## config.mk

```make
export PLATFORM = sky130hd
export DESIGN_NAME = singleCycleMips
export DESIGN_NICKNAME = d
export VERILOG_FILES = /design/src/rtl/mipsPkg.sv /design/src/rtl/mipsDecoder.sv /design/src/rtl/registerFile.sv /design/src/rtl/mipsAlu.sv /design/src/rtl/pcUnit.sv /design/src/rtl/singleCycleMips.sv
export SDC_FILE = /design/constraint.sdc
export NUM_CORES = 2
export LEC_CHECK = 0
export BUFFER_PORTS_ARGS = -buffer_cell sky130_fd_sc_hd__buf_2
export CORE_MARGIN = 2
export CORE_UTILIZATION = 45
export CTS_BUF_LIST = sky130_fd_sc_hd__clkbuf_8
export CTS_CLUSTER_DIAMETER = 40
export CTS_CLUSTER_SIZE = 12
export DETAILED_ROUTE_END_ITERATION = 12
export PLACE_DENSITY_LB_ADDON = 0.05
export SETUP_SLACK_MARGIN = 0.02
export SYNTH_ARGS = -nofsm -noshare
export SYNTH_HDL_FRONTEND = slang
export SYNTH_SLANG_ARGS = --single-unit
```

## constraint.sdc

```tcl
create_clock -name clk -period 5.8 [get_ports clk]
set_input_delay 0 -clock clk [delete_from_list [all_inputs] [get_ports clk]]
set_output_delay 0 -clock clk [all_outputs]
set_load 0.1 [all_outputs]
```

## src/rtl/mipsPkg.sv

```systemverilog
/*
 * shared types of the single-cycle MIPS core
 * word and field widths, instruction and control structs,
 * opcode, function and ALU enums, core constants
 */
`default_nettype none

package mipsPkg;

    typedef logic [31:0] word_t;    // data, address and instruction word
    typedef logic [4:0]  regAddr_t;
    typedef logic [6:0]  memAddr_t; // data memory word index
    typedef logic [4:0]  shamt_t;

    localparam word_t    RESET_PC   = 32'h0000_0000;
    localparam regAddr_t LINK_REG   = 5'd31;    // jal return register
    localparam int       NUM_REGS   = 32;
    localparam int       DMEM_WORDS = 128;

    typedef enum logic [5:0] {
        OP_RTYPE = 6'h00,
        OP_J     = 6'h02,
        OP_JAL   = 6'h03,
        OP_BEQ   = 6'h04,
        OP_BNE   = 6'h05,
        OP_ADDI  = 6'h08,
        OP_LW    = 6'h23,
        OP_SW    = 6'h2b
    } opcode_e;

    typedef enum logic [5:0] {
        FN_SLL = 6'h00,
        FN_SRL = 6'h02,
        FN_JR  = 6'h08,
        FN_ADD = 6'h20,
        FN_SUB = 6'h22,
        FN_AND = 6'h24,
        FN_OR  = 6'h25,
        FN_SLT = 6'h2a
    } funct_e;

    typedef enum logic [2:0] {
        ALU_ADD,
        ALU_SUB,
        ALU_AND,
        ALU_OR,
        ALU_SLT,
        ALU_SLL,
        ALU_SRL
    } aluOp_e;

    // R-type field layout, immediate and jump index overlay the low bits
    typedef struct packed {
        logic [5:0] opcode;
        regAddr_t   rs;
        regAddr_t   rt;
        regAddr_t   rd;
        shamt_t     shamt;
        logic [5:0] funct;
    } instr_t;

    typedef struct packed {
        logic   regDst;     // write rd instead of rt
        logic   aluSrc;     // immediate as second operand
        logic   memRead;
        logic   memWrite;
        logic   memToReg;
        logic   regWrite;
        logic   link;       // jal writes PC+4 to LINK_REG
        logic   branchEq;
        logic   branchNe;
        logic   jump;
        logic   jumpReg;
        aluOp_e aluOp;
    } ctrl_t;

    // sign-extended 16-bit immediate of an I-type word
    function automatic word_t signExtImm(input instr_t instr);
        logic [15:0] imm;
        imm = {instr.rd, instr.shamt, instr.funct};
        return {{16{imm[15]}}, imm};
    endfunction

endpackage

`default_nettype wire

```

## src/rtl/mipsDecoder.sv

```systemverilog
/*
 * main decoder of the single-cycle MIPS core
 * opcode and function code to control struct, ALU control folded in
 */
`timescale 1ns/1ps
`default_nettype none

module mipsDecoder import mipsPkg::*; (
    input  instr_t instr,
    output ctrl_t  ctrl
);

    always_comb begin
        ctrl = '0;  // unknown encodings stay inactive
        case (instr.opcode)
            OP_RTYPE: begin
                ctrl.regDst   = 1'b1;
                ctrl.regWrite = 1'b1;
                case (instr.funct)
                    FN_ADD: ctrl.aluOp = ALU_ADD;
                    FN_SUB: ctrl.aluOp = ALU_SUB;
                    FN_AND: ctrl.aluOp = ALU_AND;
                    FN_OR:  ctrl.aluOp = ALU_OR;
                    FN_SLT: ctrl.aluOp = ALU_SLT;
                    FN_SLL: ctrl.aluOp = ALU_SLL;
                    FN_SRL: ctrl.aluOp = ALU_SRL;
                    FN_JR: begin
                        ctrl.regWrite = 1'b0;
                        ctrl.jumpReg  = 1'b1;   // target comes from rs
                    end
                    default: begin
                        ctrl = '0;
                    end
                endcase
            end
            OP_ADDI: begin
                ctrl.aluSrc   = 1'b1;
                ctrl.regWrite = 1'b1;
                ctrl.aluOp    = ALU_ADD;
            end
            OP_LW: begin
                ctrl.aluSrc   = 1'b1;
                ctrl.memRead  = 1'b1;
                ctrl.memToReg = 1'b1;
                ctrl.regWrite = 1'b1;
                ctrl.aluOp    = ALU_ADD;    // base plus offset
            end
            OP_SW: begin
                ctrl.aluSrc   = 1'b1;
                ctrl.memWrite = 1'b1;
                ctrl.aluOp    = ALU_ADD;
            end
            OP_BEQ: begin
                ctrl.branchEq = 1'b1;
                ctrl.aluOp    = ALU_SUB;
            end
            OP_BNE: begin
                ctrl.branchNe = 1'b1;
                ctrl.aluOp    = ALU_SUB;
            end
            OP_J: begin
                ctrl.jump = 1'b1;
            end
            OP_JAL: begin
                ctrl.jump = 1'b1;
                ctrl.link = 1'b1;   // return address into r31
            end
            default: begin
                ctrl = '0;
            end
        endcase
    end

endmodule

`default_nettype wire

```

## src/rtl/registerFile.sv

```systemverilog
/*
 * 32-entry general register file
 * two asynchronous reads, one write per cycle, jal link write
 */
`timescale 1ns/1ps
`default_nettype none

module registerFile import mipsPkg::*; (
    input  logic   clk,
    input  logic   rst_n,
    input  instr_t instr,
    input  ctrl_t  ctrl,
    input  word_t  writeData,
    input  word_t  returnAddr,
    output word_t  rsData,
    output word_t  rtData
);

    word_t    regs [NUM_REGS];
    regAddr_t wrAddr;

    assign wrAddr = ctrl.regDst ? instr.rd : instr.rt;

    // r0 is hardwired to zero
    assign rsData = (instr.rs == '0) ? '0 : regs[instr.rs];
    assign rtData = (instr.rt == '0) ? '0 : regs[instr.rt];

    always_ff @(posedge clk or negedge rst_n) begin
        if (!rst_n) begin
            for (int i = 0; i < NUM_REGS; i++) begin
                regs[i] <= '0;
            end
        end else if (ctrl.regWrite) begin
            if (wrAddr != '0) begin
                regs[wrAddr] <= writeData;
            end
        end else if (ctrl.link) begin
            regs[LINK_REG] <= returnAddr;   // jal
        end
    end

endmodule

`default_nettype wire

```

## src/rtl/mipsAlu.sv

```systemverilog
/*
 * integer ALU of the single-cycle MIPS core
 * operand select, arithmetic, logic, shifts and the equality flag
 */
`timescale 1ns/1ps
`default_nettype none

module mipsAlu import mipsPkg::*; (
    input  instr_t instr,
    input  ctrl_t  ctrl,
    input  word_t  rsData,
    input  word_t  rtData,
    output word_t  result,
    output logic   equal
);

    word_t  opB;
    shamt_t shamt;

    assign opB   = ctrl.aluSrc ? signExtImm(instr) : rtData;
    assign shamt = instr.shamt;

    // drives beq and bne in the PC unit
    assign equal = (rsData == opB);

    always_comb begin
        case (ctrl.aluOp)
            ALU_ADD: result = rsData + opB;
            ALU_SUB: result = rsData - opB;
            ALU_AND: result = rsData & opB;
            ALU_OR:  result = rsData | opB;
            ALU_SLT: begin
                result = ($signed(rsData) < $signed(opB)) ? 32'd1 : 32'd0;
            end
            ALU_SLL: result = rtData << shamt;  // logical, rt is the source
            ALU_SRL: result = rtData >> shamt;
            default: result = '0;
        endcase
    end

endmodule

`default_nettype wire

```

## src/rtl/pcUnit.sv

```systemverilog
/*
 * program counter of the single-cycle MIPS core
 * next-PC selection for jr, j/jal and taken branches
 */
`timescale 1ns/1ps
`default_nettype none

module pcUnit import mipsPkg::*; (
    input  logic   clk,
    input  logic   rst_n,
    input  instr_t instr,
    input  ctrl_t  ctrl,
    input  logic   equal,
    input  word_t  rsData,
    output word_t  pc,
    output word_t  pcPlus4
);

    word_t jumpTarget;
    word_t branchTarget;
    word_t nextPc;
    logic  branchTaken;

    assign pcPlus4      = pc + 32'd4;
    assign jumpTarget   = {pcPlus4[31:28], instr.rs, instr.rt, instr.rd,
                           instr.shamt, instr.funct, 2'b00};
    assign branchTarget = pcPlus4 + (signExtImm(instr) << 2);
    assign branchTaken  = (ctrl.branchEq & equal) | (ctrl.branchNe & ~equal);

    // jr wins over j, j over branches
    always_comb begin
        if (ctrl.jumpReg) begin
            nextPc = rsData;
        end else if (ctrl.jump) begin
            nextPc = jumpTarget;
        end else if (branchTaken) begin
            nextPc = branchTarget;
        end else begin
            nextPc = pcPlus4;
        end
    end

    always_ff @(posedge clk or negedge rst_n) begin
        if (!rst_n) begin
            pc <= RESET_PC;
        end else begin
            pc <= nextPc;
        end
    end

endmodule

`default_nettype wire

```

## src/rtl/singleCycleMips.sv

```systemverilog
/*
 * single-cycle MIPS integer core, top level
 * decoder, register file, ALU and PC unit plus the data memory port
 */
`timescale 1ns/1ps
`default_nettype none

module singleCycleMips import mipsPkg::*; (
    input  logic     clk,
    input  logic     rst_n,
    input  word_t    ir,            // instruction at irAddr
    output word_t    irAddr,
    input  word_t    readDataMem,
    output logic     cen,           // active low chip enable
    output logic     wen,           // active low write enable
    output logic     oen,           // active low output enable
    output memAddr_t addr,
    output word_t    data2Mem
);

    instr_t instr;
    ctrl_t  ctrl;
    word_t  rsData;
    word_t  rtData;
    word_t  aluResult;
    word_t  writeBack;
    word_t  pcPlus4;
    logic   equal;

    assign instr = instr_t'(ir);

    mipsDecoder i_decoder (
        .instr (instr),
        .ctrl  (ctrl)
    );

    registerFile i_regFile (
        .clk        (clk),
        .rst_n      (rst_n),
        .instr      (instr),
        .ctrl       (ctrl),
        .writeData  (writeBack),
        .returnAddr (pcPlus4),
        .rsData     (rsData),
        .rtData     (rtData)
    );

    mipsAlu i_alu (
        .instr  (instr),
        .ctrl   (ctrl),
        .rsData (rsData),
        .rtData (rtData),
        .result (aluResult),
        .equal  (equal)
    );

    pcUnit i_pcUnit (
        .clk     (clk),
        .rst_n   (rst_n),
        .instr   (instr),
        .ctrl    (ctrl),
        .equal   (equal),
        .rsData  (rsData),
        .pc      (irAddr),
        .pcPlus4 (pcPlus4)
    );

    assign writeBack = ctrl.memToReg ? readDataMem : aluResult;

    // load: cen/oen low, store: cen/wen low, otherwise idle high
    assign cen      = ~(ctrl.memRead | ctrl.memWrite);
    assign wen      = ~ctrl.memWrite;
    assign oen      = ~ctrl.memRead;
    assign addr     = aluResult[8:2];   // byte address to word index
    assign data2Mem = rtData;

endmodule

`default_nettype wire

```

==> results.json <==
{
  "syn-cell-area_um2": 67570,
  "rows": 142,
  "hold_viol": 0,
  "start_util": 0.4522,
  "final_core_util": 0.5389,
  "track_usage": 0.4127,
  "regArea_um2": 26430,
  "syn_nets": 6488,
  "clk_latency_ns": 1.00,
  "postSynthAreaPerCell_um2": 10.74,
  "rr_endpoint": "i_regFile.regs[127]$_DFFE_PN0P_",
  "fin_crit_sh": 0.9882,
  "skew_ns": 0.1324,
  "async_flop_share": 1.000,
  "vdd_drop_max_mv": 0.2112,
  "fin_ws_ns": 0.06817,
  "timing_worst_slew_pin_value_ns": 1.240,
  "rsz0062_at_grt": "yes",
  "path_class": "reg -> out",
  "drt-pass1-iter-count": 8,
  "holdPathStages": 5,
  "setup_violations": 0,
  "crit_required_ns": 5.80,
  "syn_inst": 6291,
  "powerDensity_nw_per_um2": 268.9,
  "antenna_found_initial": 27,
  "final_nets": 6921,
  "status": "finished clean",
  "syn_to_final_growth_pct": 19.17,
  "r2r-start": "i_regFile.regs[8]$_DFFE_PN0P_",
  "numCtsBuffers": 180,
  "core-area_um2": 149400,
  "first_global_vias": 57889,
  "first_iter_violations": 6915,
  "hold_path_startpoint": "ir[24]",
  "overflow": 0,
  "cp-end-kind": "output pin",
  "ys.flop_type": "dfrtp_1",
  "p_leak_nw": 35.80,
  "reg2reg_slack_ns": 0.11,
  "final_cell_mix": "dfrtp_1, nand2_1, o21ai_0",
  "grt_max_degree": 157,
  "ys_ff_latch": 1056,
  "dp_slack_ns": -0.3199,
  "wl_um": 317300,
  "routedWlPerCell_um": 35.62,
  "cts-root-buf": "clkbuf_8",
  "io_pins": 140,
  "place_hpwl_um": 228100,
  "viasPerCell": 6.677,
  "synth_edf_count": 0,
  "synth_cell_type_count": 102,
  "crit_fanout": 3,
  "seq_area_frac_synth": 0.3911,
  "r2r_cells": 22,
  "cts.path.max_buffers": 3,
  "synth_area_leaders": "dfrtp_1, mux4_2, mux2_2",
  "hold_class": "in -> reg",
  "die_area_um2": 153300,
  "cts_tree": "done",
  "finalMaxSlewViolations": 0,
  "die_w_um": 391.5,
  "grt_pass1_wl_um": 446400,
  "final_common_cell": "dfrtp_1",
  "die_h_um": 391.5,
  "drive_gt1_frac": 0.3274,
  "period_needed_ns": 5.732,
  "num_vias": 59468,
  "synth_top_area_cell": "dfrtp_1",
  "cts.sinks": 1056,
  "ys.warnings.count": 0,
  "fmax_mhz": 174.5,
  "fill_cells": 13327,
  "cts.htree.levels": 4,
  "worstPathArrival_ns": 5.73,
  "drc": 0,
  "hold_path_end": "i_pcUnit.pc[26]$_DFF_PN0_",
  "critPathLaunchType": "register",
  "io_buffers": 139,
  "maxCapViolations": 0,
  "place_congestion": 1.087,
  "synth_top_area_share": 0.3911,
  "relSlewSlack": 0.1730,
  "multiInputGateArea_um2": 38750,
  "clk_pin_slew_ns": 0.07,
  "detail-route-antenna-nets": 0
}
==> flip-flops by register name, summed over array words and instances, names as in the netlist <==
name            count
i_pcUnit.pc        32
i_regFile.regs   1024
==> per-layer routing <==
metal | share of wire | GRT usage | routed length, um | vias up
met5 | 0.00058 | 0 | 183 | -
met2 | 0.43 | 0.6097 | 137800 | 3334
met3 | 0.10 | 0.1028 | 32520 | 759
li1 | - | - | - | 24730
met1 | 0.40 | 0.5575 | 126600 | 30613
met4 | 0.063 | 0.2264 | 20070 | 32
==> Yosys cell counts (27+ instances only) <==
master / n
xnor2_1: 43
mux2i_1: 225
o211ai_1: 68
a21oi_1: 187
a221o_1: 28
buf_2: 75
nor2_1: 261
mux4_2: 503
a22o_1: 33
a31oi_1: 31
and3_1: 33
nand2_1: 733
inv_1: 131
nand4_1: 55
a21o_1: 31
nand3_1: 135
buf_1: 46
or3_1: 27
ha_1: 128
a22oi_1: 75
o22ai_1: 112
o31ai_1: 132
dfrtp_1: 1056
nor3_1: 111
clkbuf_1: 469
o21ai_0: 590
o22a_1: 28
a211oi_1: 36
mux2_2: 453
==> worst max-delay path by stage <==
stage / start / end / depth (start not counted)
after floorplan: ir[16] / i_regFile.regs[796]$_DFFE_PN0P_ / 23
after global placement: ir[21] / i_regFile.regs[255]$_DFFE_PN0P_ / 23
after detailed placement: ir[21] / i_regFile.regs[890]$_DFFE_PN0P_ / 22
after CTS: i_regFile.regs[514]$_DFFE_PN0P_ / addr[6] / 21
after global routing: i_regFile.regs[64]$_DFFE_PN0P_ / addr[6] / 22
final: i_regFile.regs[416]$_DFFE_PN0P_ / addr[6] / 21
==> per-stage QoR <==
stage / setup TNS [ns] / hold slack, ns / instances / area (um^2) / power [W]
2_1_floorplan: 0 / -0.2956 / 6291 / 67600 / 0.01124
3_3_place_gp: -74.08 / 0.1016 / 8476 / 74990 / 0.01321
3_5_place_dp: -54.31 / 0.09653 / 8476 / 74990 / 0.01323
4_1_cts: -0.1933 / 0.03561 / 8888 / 80210 / 0.02162
5_1_grt: -0.005409 / 0.1056 / 8897 / 80510 / 0.02244
6_report: 0 / 0.1085 / 8906 / 80530 / 0.02166
==> cells by family (layout without fill, tap and decap cells) <==
| family | Yosys count | count (layout) | synth area share |
|---|---|---|---|
| flip-flops | 1056 | 1056 | 0.3911 |
| AO/OA/AOI/OAI | 1587 | 1587 | 0.1513 |
| XOR/XNOR | 68 | 68 | 0.008814 |
| other | 0 | 11 | 0 |
| AND/OR/NAND/NOR | 1499 | 1499 | 0.09954 |
| multiplexers | 1182 | 1182 | 0.2767 |
| adder cells (fa/ha/maj) | 131 | 131 | 0.02459 |
| buffers and inverters | 768 | 1356 | 0.04801 |
==> timing repair <==
| action | 4_1_cts | 5_1_grt |
|---|---|---|
| cloned | 0 | 2 |
| endpoints found under the hold margin | 1595 | 30 |
| gates resized for setup | 8 | 50 |
| pin swaps | 0 | 9 |
| setup buffers | 0 | 4 |
| setup endpoints to repair | 150 | 319 |
| hold buffers | 75 | 1 |
==> power by group <==
part	internal [W]	switching, W	leakage (nW)
combinational	0.00185	0.00351	19.0
sequential	0.00767	0.000322	14.6
clock	0.00444	0.00387	2.23
==> worst max-delay path, cell delays in order (launching register included) <==
cell and delay (ns):
dfrtp_1 0.40, mux4_2 0.48, mux4_2 0.47, mux2_2 0.27, o21ai_0 0.07, buf_4 0.19, inv_1 0.06, ha_1 0.21
fa_2 0.44, a21oi_2 0.20, o211a_1 0.20, buf_4 0.12, o21ai_0 0.10, nand3_1 0.13, o31ai_2 0.09, xnor2_1 0.18
buf_4 0.15, o21ai_1 0.12, nor4_2 0.39, buf_4 0.23, nand2_1 0.07, buf_6 0.19
==> cell type report <==
cell class / instances / area share
Multi-Input combinational cell: 4467 / 0.4812
Sequential cell: 1056 / 0.3281
Timing Repair Buffer: 884 / 0.09771
Clock buffer: 193 / 0.03299
Tap cell: 2016 / 0.03132
Clock inverter: 144 / 0.02192
Inverter: 135 / 0.006355
Antenna cell: 11 / 0.0003418
(Power assumes the default switching activity.)
